==> config.mk <==
export PLATFORM = sky130hd
export DESIGN_NAME = l2_cache_control_flat
export DESIGN_NICKNAME = d
export VERILOG_FILES = /design/src/l2_geom_pkg.sv /design/src/l2_ctl_pkg.sv /design/src/l2_ctl_if.sv /design/src/l2_cache_control.sv /design/src/flat_wrapper.sv
export SDC_FILE = /design/constraint.sdc
export NUM_CORES = 1
export LEC_CHECK = 0
export BUFFER_PORTS_ARGS = -buffer_cell sky130_fd_sc_hd__buf_2
export CORE_MARGIN = 2
export CORE_UTILIZATION = 33
export DETAILED_ROUTE_END_ITERATION = 10
export PLACE_DENSITY = 0.77
export SYNTH_ARGS = -nofsm -noshare
export SYNTH_HDL_FRONTEND = slang
export SYNTH_SLANG_ARGS = --single-unit
==> constraint.sdc <==
create_clock -name clk -period 1.7 [get_ports clk]
set_input_delay 0.17 -clock clk [delete_from_list [all_inputs] [get_ports clk]]
set_output_delay 0.17 -clock clk [all_outputs]
set_load 0.03 [all_outputs]
==> src/l2_geom_pkg.sv <==
`default_nettype none

// geometry of the second-level cache and the address split it implies.
// an address is {tag, index, offset}, with the offset selecting a byte in a line.
package l2_geom_pkg;

    localparam int unsigned addr_width = 16;
    localparam int unsigned offset_bits = 4;
    localparam int unsigned index_bits = 3;
    localparam int unsigned tag_bits = addr_width - index_bits - offset_bits;

    localparam int unsigned num_sets = 1 << index_bits;
    localparam int unsigned num_ways = 8;
    localparam int unsigned way_bits = $clog2(num_ways);

    localparam int unsigned line_width = 8 << offset_bits;

    // a binary tree over the ways has one node fewer than it has leaves.
    localparam int unsigned plru_bits = num_ways - 1;

    typedef logic [addr_width-1:0] l2_addr_t;

    typedef logic [line_width-1:0] l2_line_t;

    typedef logic [tag_bits-1:0] l2_tag_t;

    typedef logic [index_bits-1:0] l2_index_t;

    typedef logic [way_bits-1:0] l2_way_t;

endpackage : l2_geom_pkg

`default_nettype wire

==> src/l2_ctl_pkg.sv <==
`default_nettype none

// encodings shared by the cache controller and the cache datapath.
package l2_ctl_pkg;

    typedef enum logic [1:0] {
        s_check     = 2'd0,
        s_writeback = 2'd1,
        s_fill      = 2'd2
    } l2_state_e;

    // a way command loads the valid and dirty bits from v_in and d_in.
    typedef struct packed {
        logic load_v;
        logic load_d;
        logic load_td;
        logic v_in;
        logic d_in;
    } l2_way_ctl_t;

    typedef struct packed {
        logic hit;
        logic dirty;
    } l2_way_stat_t;

    // source of the physical memory address.
    typedef enum logic {
        sel_req_addr   = 1'b0,
        sel_victim_tag = 1'b1
    } l2_sel_e;

endpackage : l2_ctl_pkg

`default_nettype wire

==> src/l2_ctl_if.sv <==
`timescale 1ns/10ps
`default_nettype none

// commands from the controller to the datapath and status going back.
interface l2_ctl_if;

    l2_ctl_pkg::l2_way_ctl_t [l2_geom_pkg::num_ways-1:0] way_ctl;
    logic load_lru;
    logic wdata_from_mem;
    l2_ctl_pkg::l2_sel_e addr_sel;

    l2_ctl_pkg::l2_way_stat_t [l2_geom_pkg::num_ways-1:0] way_stat;
    l2_geom_pkg::l2_way_t victim;

    modport ctrl (
        output way_ctl,
        output load_lru,
        output wdata_from_mem,
        output addr_sel,
        input  way_stat,
        input  victim
    );

    modport dp (
        input  way_ctl,
        input  load_lru,
        input  wdata_from_mem,
        input  addr_sel,
        output way_stat,
        output victim
    );

endinterface : l2_ctl_if

`default_nettype wire

==> src/l2_cache_control.sv <==
`timescale 1ns/10ps
`default_nettype none

// sequences hits, writebacks and fills.
// every access ends with a hit in s_check, except a clean write miss which installs directly.
module l2_cache_control (
    input  logic clk,
    input  logic rst,
    l2_ctl_if.ctrl ctl,
    input  logic mem_read,
    input  logic mem_write,
    input  logic pmem_resp,
    output logic mem_resp,
    output logic pmem_read,
    output logic pmem_write
);

    l2_ctl_pkg::l2_state_e state;
    l2_ctl_pkg::l2_state_e next_state;

    logic hit_any;
    l2_geom_pkg::l2_way_t hit_way;
    l2_geom_pkg::l2_way_t target;
    logic victim_dirty;
    l2_ctl_pkg::l2_way_ctl_t cmd;

    always_comb begin
        hit_any = 1'b0;
        hit_way = '0;
        for (int w = 0; w < l2_geom_pkg::num_ways; w++) begin
            if (ctl.way_stat[w].hit) begin
                hit_any = 1'b1;
                hit_way = l2_geom_pkg::l2_way_t'(w);
            end
        end
    end

    assign victim_dirty = ctl.way_stat[ctl.victim].dirty;

    // commands go to the hit way, or to the victim when nothing hits.
    assign target = hit_any ? hit_way : ctl.victim;

    always_comb begin
        next_state = state;
        cmd = '0;
        mem_resp = 1'b0;
        ctl.load_lru = 1'b0;
        ctl.wdata_from_mem = 1'b0;
        ctl.addr_sel = l2_ctl_pkg::sel_req_addr;

        case (state)
            l2_ctl_pkg::s_check: begin
                if (mem_read || mem_write) begin
                    if (hit_any) begin
                        mem_resp = 1'b1;
                        ctl.load_lru = 1'b1;
                        if (mem_write) begin
                            cmd.load_td = 1'b1;
                            cmd.load_d = 1'b1;
                            cmd.d_in = 1'b1;
                        end
                    end else if (victim_dirty) begin
                        next_state = l2_ctl_pkg::s_writeback;
                    end else if (mem_read) begin
                        next_state = l2_ctl_pkg::s_fill;
                    end else begin
                        // a write carries a whole line, so no fetch is needed.
                        cmd.load_td = 1'b1;
                        cmd.load_v = 1'b1;
                        cmd.v_in = 1'b1;
                        cmd.load_d = 1'b1;
                        cmd.d_in = 1'b1;
                        ctl.load_lru = 1'b1;
                        mem_resp = 1'b1;
                    end
                end
            end

            l2_ctl_pkg::s_writeback: begin
                ctl.addr_sel = l2_ctl_pkg::sel_victim_tag;
                if (pmem_resp) begin
                    cmd.load_d = 1'b1;
                    cmd.d_in = 1'b0;
                    next_state = mem_read ? l2_ctl_pkg::s_fill : l2_ctl_pkg::s_check;
                end
            end

            l2_ctl_pkg::s_fill: begin
                if (pmem_resp) begin
                    ctl.wdata_from_mem = 1'b1;
                    cmd.load_td = 1'b1;
                    cmd.load_v = 1'b1;
                    cmd.v_in = 1'b1;
                    cmd.load_d = 1'b1;
                    cmd.d_in = 1'b0;
                    next_state = l2_ctl_pkg::s_check;
                end
            end

            default: begin
                next_state = l2_ctl_pkg::s_check;
            end
        endcase
    end

    always_comb begin
        ctl.way_ctl = '0;
        ctl.way_ctl[target] = cmd;
    end

    // memory requests are plain levels held for as long as the state lasts.
    assign pmem_write = (state == l2_ctl_pkg::s_writeback);
    assign pmem_read = (state == l2_ctl_pkg::s_fill);

    always_ff @(posedge clk) begin
        if (rst) begin
            state <= l2_ctl_pkg::s_check;
        end else begin
            state <= next_state;
        end
    end

endmodule : l2_cache_control

`default_nettype wire

==> src/flat_wrapper.sv <==
// flat-port wrapper written by rule: the top's interface ports become plain ports
module l2_cache_control_flat 
  (clk, rst, mem_read, mem_write, pmem_resp, mem_resp, pmem_read, pmem_write, ctl_way_ctl, ctl_load_lru, ctl_wdata_from_mem, ctl_addr_sel, ctl_way_stat, ctl_victim);
  l2_ctl_if ctl_i ();
  input  logic clk;
  input  logic rst;
  input  logic mem_read;
  input  logic mem_write;
  input  logic pmem_resp;
  output logic mem_resp;
  output logic pmem_read;
  output logic pmem_write;
  output wire logic [$bits(ctl_i.way_ctl)-1:0] ctl_way_ctl;
  output wire logic [$bits(ctl_i.load_lru)-1:0] ctl_load_lru;
  output wire logic [$bits(ctl_i.wdata_from_mem)-1:0] ctl_wdata_from_mem;
  output wire logic [$bits(ctl_i.addr_sel)-1:0] ctl_addr_sel;
  input wire logic [$bits(ctl_i.way_stat)-1:0] ctl_way_stat;
  input wire logic [$bits(ctl_i.victim)-1:0] ctl_victim;
  assign ctl_way_ctl = ctl_i.way_ctl;
  assign ctl_load_lru = ctl_i.load_lru;
  assign ctl_wdata_from_mem = ctl_i.wdata_from_mem;
  assign ctl_addr_sel = ctl_i.addr_sel;
  assign ctl_i.way_stat = ctl_way_stat;
  assign ctl_i.victim = ctl_victim;
  l2_cache_control u_core (.clk(clk), .rst(rst), .ctl(ctl_i), .mem_read(mem_read), .mem_write(mem_write), .pmem_resp(pmem_resp), .mem_resp(mem_resp), .pmem_read(pmem_read), .pmem_write(pmem_write));
endmodule
Word-level counts from Yosys, hierarchy flattened
Cells that the tools add are included.
{"block": "totals", "input_bits": 24, "regBits": 2, "output_inout_bits": 46, "word_cells": 66}
{"block": "classes", "reduce_logical": 4, "muxes": 50, "n_bitwise": 1, "n_lt_le_gt_ge": 3, "eq_ne": 7}
{"op": "40-bit bitwise AND", "count": 1}
{"op": "5-bit two-way mux", "count": 5}
{"op": "1-bit two-way mux", "count": 22}
{"op": "2-bit two-way mux", "count": 11}
{"op": "5-bit demux with 3-bit select", "count": 1}
{"op": "3-bit two-way mux", "count": 5}
{"op": "3-bit by 4-bit less-than comparator with 1-bit output (second input constant)", "count": 2}
{"op": "2-bit binary-select mux with 3-bit select", "count": 1}
{"op": "2-bit inequality test (second input constant)", "count": 3}
{"op": "2-bit one-hot mux with 3 select lines", "count": 1}
{"op": "5-bit AND reduction", "count": 1}
{"op": "1-bit one-hot mux with 2 select lines", "count": 2}
{"op": "2-bit one-hot mux with 2 select lines", "count": 1}
{"op": "3-bit by 1-bit >= comparator with 1-bit output (second input constant)", "count": 1}
{"op": "3-bit by 2-bit inequality test with 1-bit output (second input constant)", "count": 1}
{"op": "1-bit one-hot mux with 3 select lines", "count": 1}
{"op": "2-bit by 1-bit equality test with 1-bit output (second input constant)", "count": 1}
{"op": "2-bit equality test (second input constant)", "count": 1}
{"op": "2-bit logical NOT", "count": 1}
{"op": "2-bit by 1-bit inequality test with 1-bit output (second input constant)", "count": 1}
{"op": "1-bit logical AND", "count": 1}
{"op": "1-bit logical OR", "count": 1}

Logic depth before layout (Yosys ltp)
{"block": "depth", "depth_word": 14, "depth_mapped": 7, "ltp_nobuf": 7}

Worst setup path before layout
No wires, ideal clock.
{"block": "synth_timing", "kind": "input port to output port", "startpoint": "in ctl_victim[0]", "endpoint": "out mem_resp", "stages": 6, "required_time_ns": 1.530, "arrival_time_ns": 2.191, "setup_slack_ns": -0.661, "path_cell_list": "mux2_2 -> mux4_2 -> nor2_1 -> nor2_1 -> nor3_1 -> buf_4"}
{"block": "synth_via", "elab_chain_len": 6}
{"element": "start, declared", "line_no": "flat_wrapper.sv:18", "rtl": "input wire logic [$bits(ctl_i.victim)-1:0] ctl_victim;"}
{"element": "2-bit binary-select mux with 3-bit select", "line_no": "l2_cache_control.sv:38", "rtl": "assign victim_dirty = ctl.way_stat[ctl.victim].dirty;"}
{"element": "1-bit two-way mux (not written as such)", "line_no": "l2_cache_control.sv:38"}
{"element": "1-bit two-way mux (4 in a row)"}
{"element": "end, declared", "line_no": "flat_wrapper.sv:10", "rtl": "output logic mem_resp;"}
No other way between the ends. The select of a mux whose other input is x is not followed.

Final worst setup path
{"block": "layout_timing", "startpoint": "in ctl_victim[0]", "endpoint": "out ctl_way_ctl[30]"}
{"block": "layout_via", "elab_chain_len": 7, "word_cells_on_any_way": 13}
{"element": "2-bit binary-select mux with 3-bit select", "line_no": "l2_cache_control.sv:38"}
{"element": "1-bit two-way mux (not written as such)", "line_no": "l2_cache_control.sv:38"}
{"element": "5-bit two-way mux", "line_no": "l2_cache_control.sv:62", "rtl": "end else if (victim_dirty) begin"}
{"element": "1-bit two-way mux", "line_no": "l2_cache_control.sv:54", "rtl": "if (hit_any) begin"}
{"element": "5-bit two-way mux", "line_no": "l2_cache_control.sv:53", "rtl": "if (mem_read || mem_write) begin"}
{"element": "1-bit one-hot mux with 2 select lines", "line_no": "l2_cache_control.sv:51", "rtl": "case (state)"}
{"element": "40-bit bitwise AND (no source line) (*)"}
{"element": "end, declared", "line_no": "flat_wrapper.sv:13", "rtl": "output wire logic [$bits(ctl_i.way_ctl)-1:0] ctl_way_ctl;"}
Mark *: on every way between the ends. The rest lies on a longest branch, timed or not. The select of a mux whose other input is x is not followed.

==> summary.md <==
| Metric | Value |
|---|---|
| First-pass GRT wire length | `about 6500 um` |
| Post-synthesis sequential area ratio | `5.43%` |
| RSZ-0062 raised after global routing | `true` |
| Leak | `roughly 0.90 nW` |
| Initial Util | `about 34%` |
| MaxCap Viol Count | `0` |
| Yosys top cell by area | `nor2_1` |
| Largest reg by FF count | `u_core.state` |
| Crit path launch type | `primary input` |
| Relative slew slack | `between 60 and 70%` |
| Syn Std Cell Area | `~740 um2` |
| Hold Path Cell Cnt | `2` |
| Layout cells sized above 1 | `71.7%` |
| DRT Pass-1 Iters | `4` |
| Final worst slack | `-0.476 ns` |
| Worst skew pair latency | `0.22 ns` |
| Max reg flops | `2` |
| WL/cell | `19.3 um` |
| Cell Rows | `17` |
| CTS tree | `yes` |
| Final GP Congestion | `0.847` |
| Total die area | `0.00263 mm2` |
| CORE AREA | `0.00217 mm2` |
| Gr ovfl total | `0` |
| CP Cell Sequence | `buf_12 > mux2_4 > mux4_2 > nor3_4 > buf_12 > buf_4 > nor2_4 > nor2_1 > buf_4` |
| Clock Skews | `0.00253 ns` |
| Post-synth top flop | `dfxtp_1` |
| Commonest cells in the synthesized netlist | `44 x nor2_1, 10 x buf_4, 7 x inv_1, 7 x nand2_1, 5 x a21oi_1` |
| Final ANT Viol Nets | `0` |
| Pwr per Cell Area | `284 mW/mm2` |
| Crit path buffers/inverters | `4` |
| Die W | `51.3 um` |
| Mapped Cells | `between 100 and 150` |
| Initial antenna violation count | `0` |
| Post-synth ARST share | `0%` |
| Slowest-stage cell, CP | `mux4_2` |
| Peak supply drop | `approximately 320 uV` |
| Vias in the first global route | `roughly 1400` |
| Detail Placement HPWL | `between 2000 and 2500 um` |
| HP Class | `primary input to flip-flop` |
| Worst Path Max Fanout | `8` |
| Port Buf Inserts | `69` |
| FF-to-FF path depth | `8` |
| Fmax | `between 0.4 and 0.5 GHz` |
| # IOs | `70` |
| GRT Util Overall | `between 30% and 40%` |
| Outcome | `finished, violations left` |
| Most frequent cell after synthesis | `nor2_1` |
| Slowest Stage Delay on Critical Path | `~0.54 ns` |
| Vias | `1436` |
| Share of the synthesized area in the top cell type | `22.4%` |
| CTS Sinks | `2` |
| Number of hold violations in the final report | `0` |
| DR iter-0 viols | `73` |
| Crit path arrival time | `2.01 ns` |
| ANT cells | `0` |
| Slew @ Worst Pin | `0.550 ns` |
| Number of synthesized flops with an enable pin | `0` |
| Hold Buf Count CTS | `0` |
| Largest net degree at the start of global routing | `9` |
| Yosys warns | `0` |
| Layout area overhead | `158%` |
| Final Net Count | `253` |
| WP data required | `1.53 ns` |
| Failing checks | `negative setup slack` |
| Root Driver | `clkbuf_4` |
| Largest delay contributor family on the critical path | `multiplexers` |
| Library cells used by synthesis | `32` |
| # setup viols final | `43` |
| DR vias/cell | `around 5.7` |
| Final hold slack | `0.119 ns` |
| Num CTS Buffers | `3` |
| Tmin final | `2.18 ns` |
| FF+latch count, synth | `2` |
| Die Ht | `51.3 um` |
| Crit share post-route | `128%` |
| CTS Buffer Depth | `2` |
| Routed WL | `between 4000 and 5000 um` |
| Max-slew violations | `0` |
| Clock-pin slew on the worst setup and hold paths | `0.03 ns` |
| CP endpoint kind | `primary output` |
| H-tree depth | `1` |
| Ranking of synthesized cells by area | `nor2_1 22%, buf_4 10%, ha_1 6.8%` |
| Avg Cell Area, Syn | `about 6.1 um2` |
| Biggest regs | `u_core.state (2)` |
| Syn Nets | `149` |
| DRC violations left | `0` |
| CP Depth | `9` |
| Pre-CTS setup slack | `-0.604 ns` |
| Critical path class | `primary input to primary output` |
==> final cells by class <==
class,instances,area [um2]
Fill cell,108,267
Sequential cell,2,41.3
Timing Repair Buffer,109,907
Inverter,7,26.3
Clock buffer,3,22.5
Tap cell,28,35.0
Multi-Input combinational cell,102,871
==> cell usage in the layout, fill, tap and decap left out, types with 2 or more instances in the layout <==
cell type	instances
a21o_1	2
a21oi_1	4
buf_12	3
buf_2	26
buf_4	49
buf_6	31
clkbuf_4	3
ha_1	4
inv_1	7
mux2_4	4
nand2_1	5
nand2_2	2
nand2b_1	2
nand3_1	2
nor2_1	22
nor2_2	7
nor2_4	15
nor2b_1	2
nor3_4	4
nor4_1	2
nor4_2	2
o21ai_0	2
o31ai_1	2
or2_2	2
or4_4	2
==> worst paths after layout <==
check	slack [ns]	end	startpoint
setup / recovery	-0.48	ctl_way_ctl[30]	ctl_victim[0]
hold / removal	0.12	u_core.state[0]	rst
setup reg to reg	0.14	u_core.state[1]	u_core.state[1]
hold reg to reg	0.63	u_core.state[0]	u_core.state[0]
==> metrics by stage <==
step	cells	setup TNS [ns]	total power [mW]	area, um2	util, %
2_1_floorplan	121	-14.91	0.195	898	-
3_3_place_gp	241	-20.68	0.310	1420	65.5
3_5_place_dp	241	-22.98	0.318	1420	65.5
4_1_cts	251	-12.50	0.496	1800	83.1
5_1_grt	251	-18.68	0.562	1900	87.7
6_report	251	-17.88	0.540	1900	87.7
==> layer usage <==
metal	track usage, %	wire length, um
met1	30.8	1680
met2	63.4	2620
met3	5.85	361
met4	23.7	177
met5	0	0
==> logic make-up after synthesis <==
logic type               Yosys count  share of synthesized area (%)
AND/OR/NAND/NOR                   72                           44.5
AO/OA/AOI/OAI                     21                           20.4
buffers and inverters             17                           13.8
multiplexers                       5                           9.17
adder cells (fa/ha/maj)            4                           6.79
flip-flops                         2                           5.43
==> power breakdown <==
group | leakage, nW | switching [mW] | total (mW) | internal (mW)
logic | 0.871 | 0.217 | 0.387 | 0.170
registers | 0.0166 | 0.000323 | 0.0481 | 0.0477
clock network | 0.0138 | 0.0275 | 0.105 | 0.0779
total | 0.902 | 0.245 | 0.540 | 0.296
==> worst reg2reg max path, cell delays in order (launching register included) <==
cell	delay, ns
dfxtp_2	0.32
buf_4	0.13
ha_1	0.19
buf_4	0.14
nor2_1	0.09
nor2_1	0.08
nor3_2	0.20
o31ai_1	0.12
a311oi_1	0.19
==> timing repair <==
action	in CTS	in global routing
pin swaps	32	13
buffers inserted	7	1
endpoints found under the setup margin	42	43
resized for setup	85	26
Power figures use the tool's default switching activity.
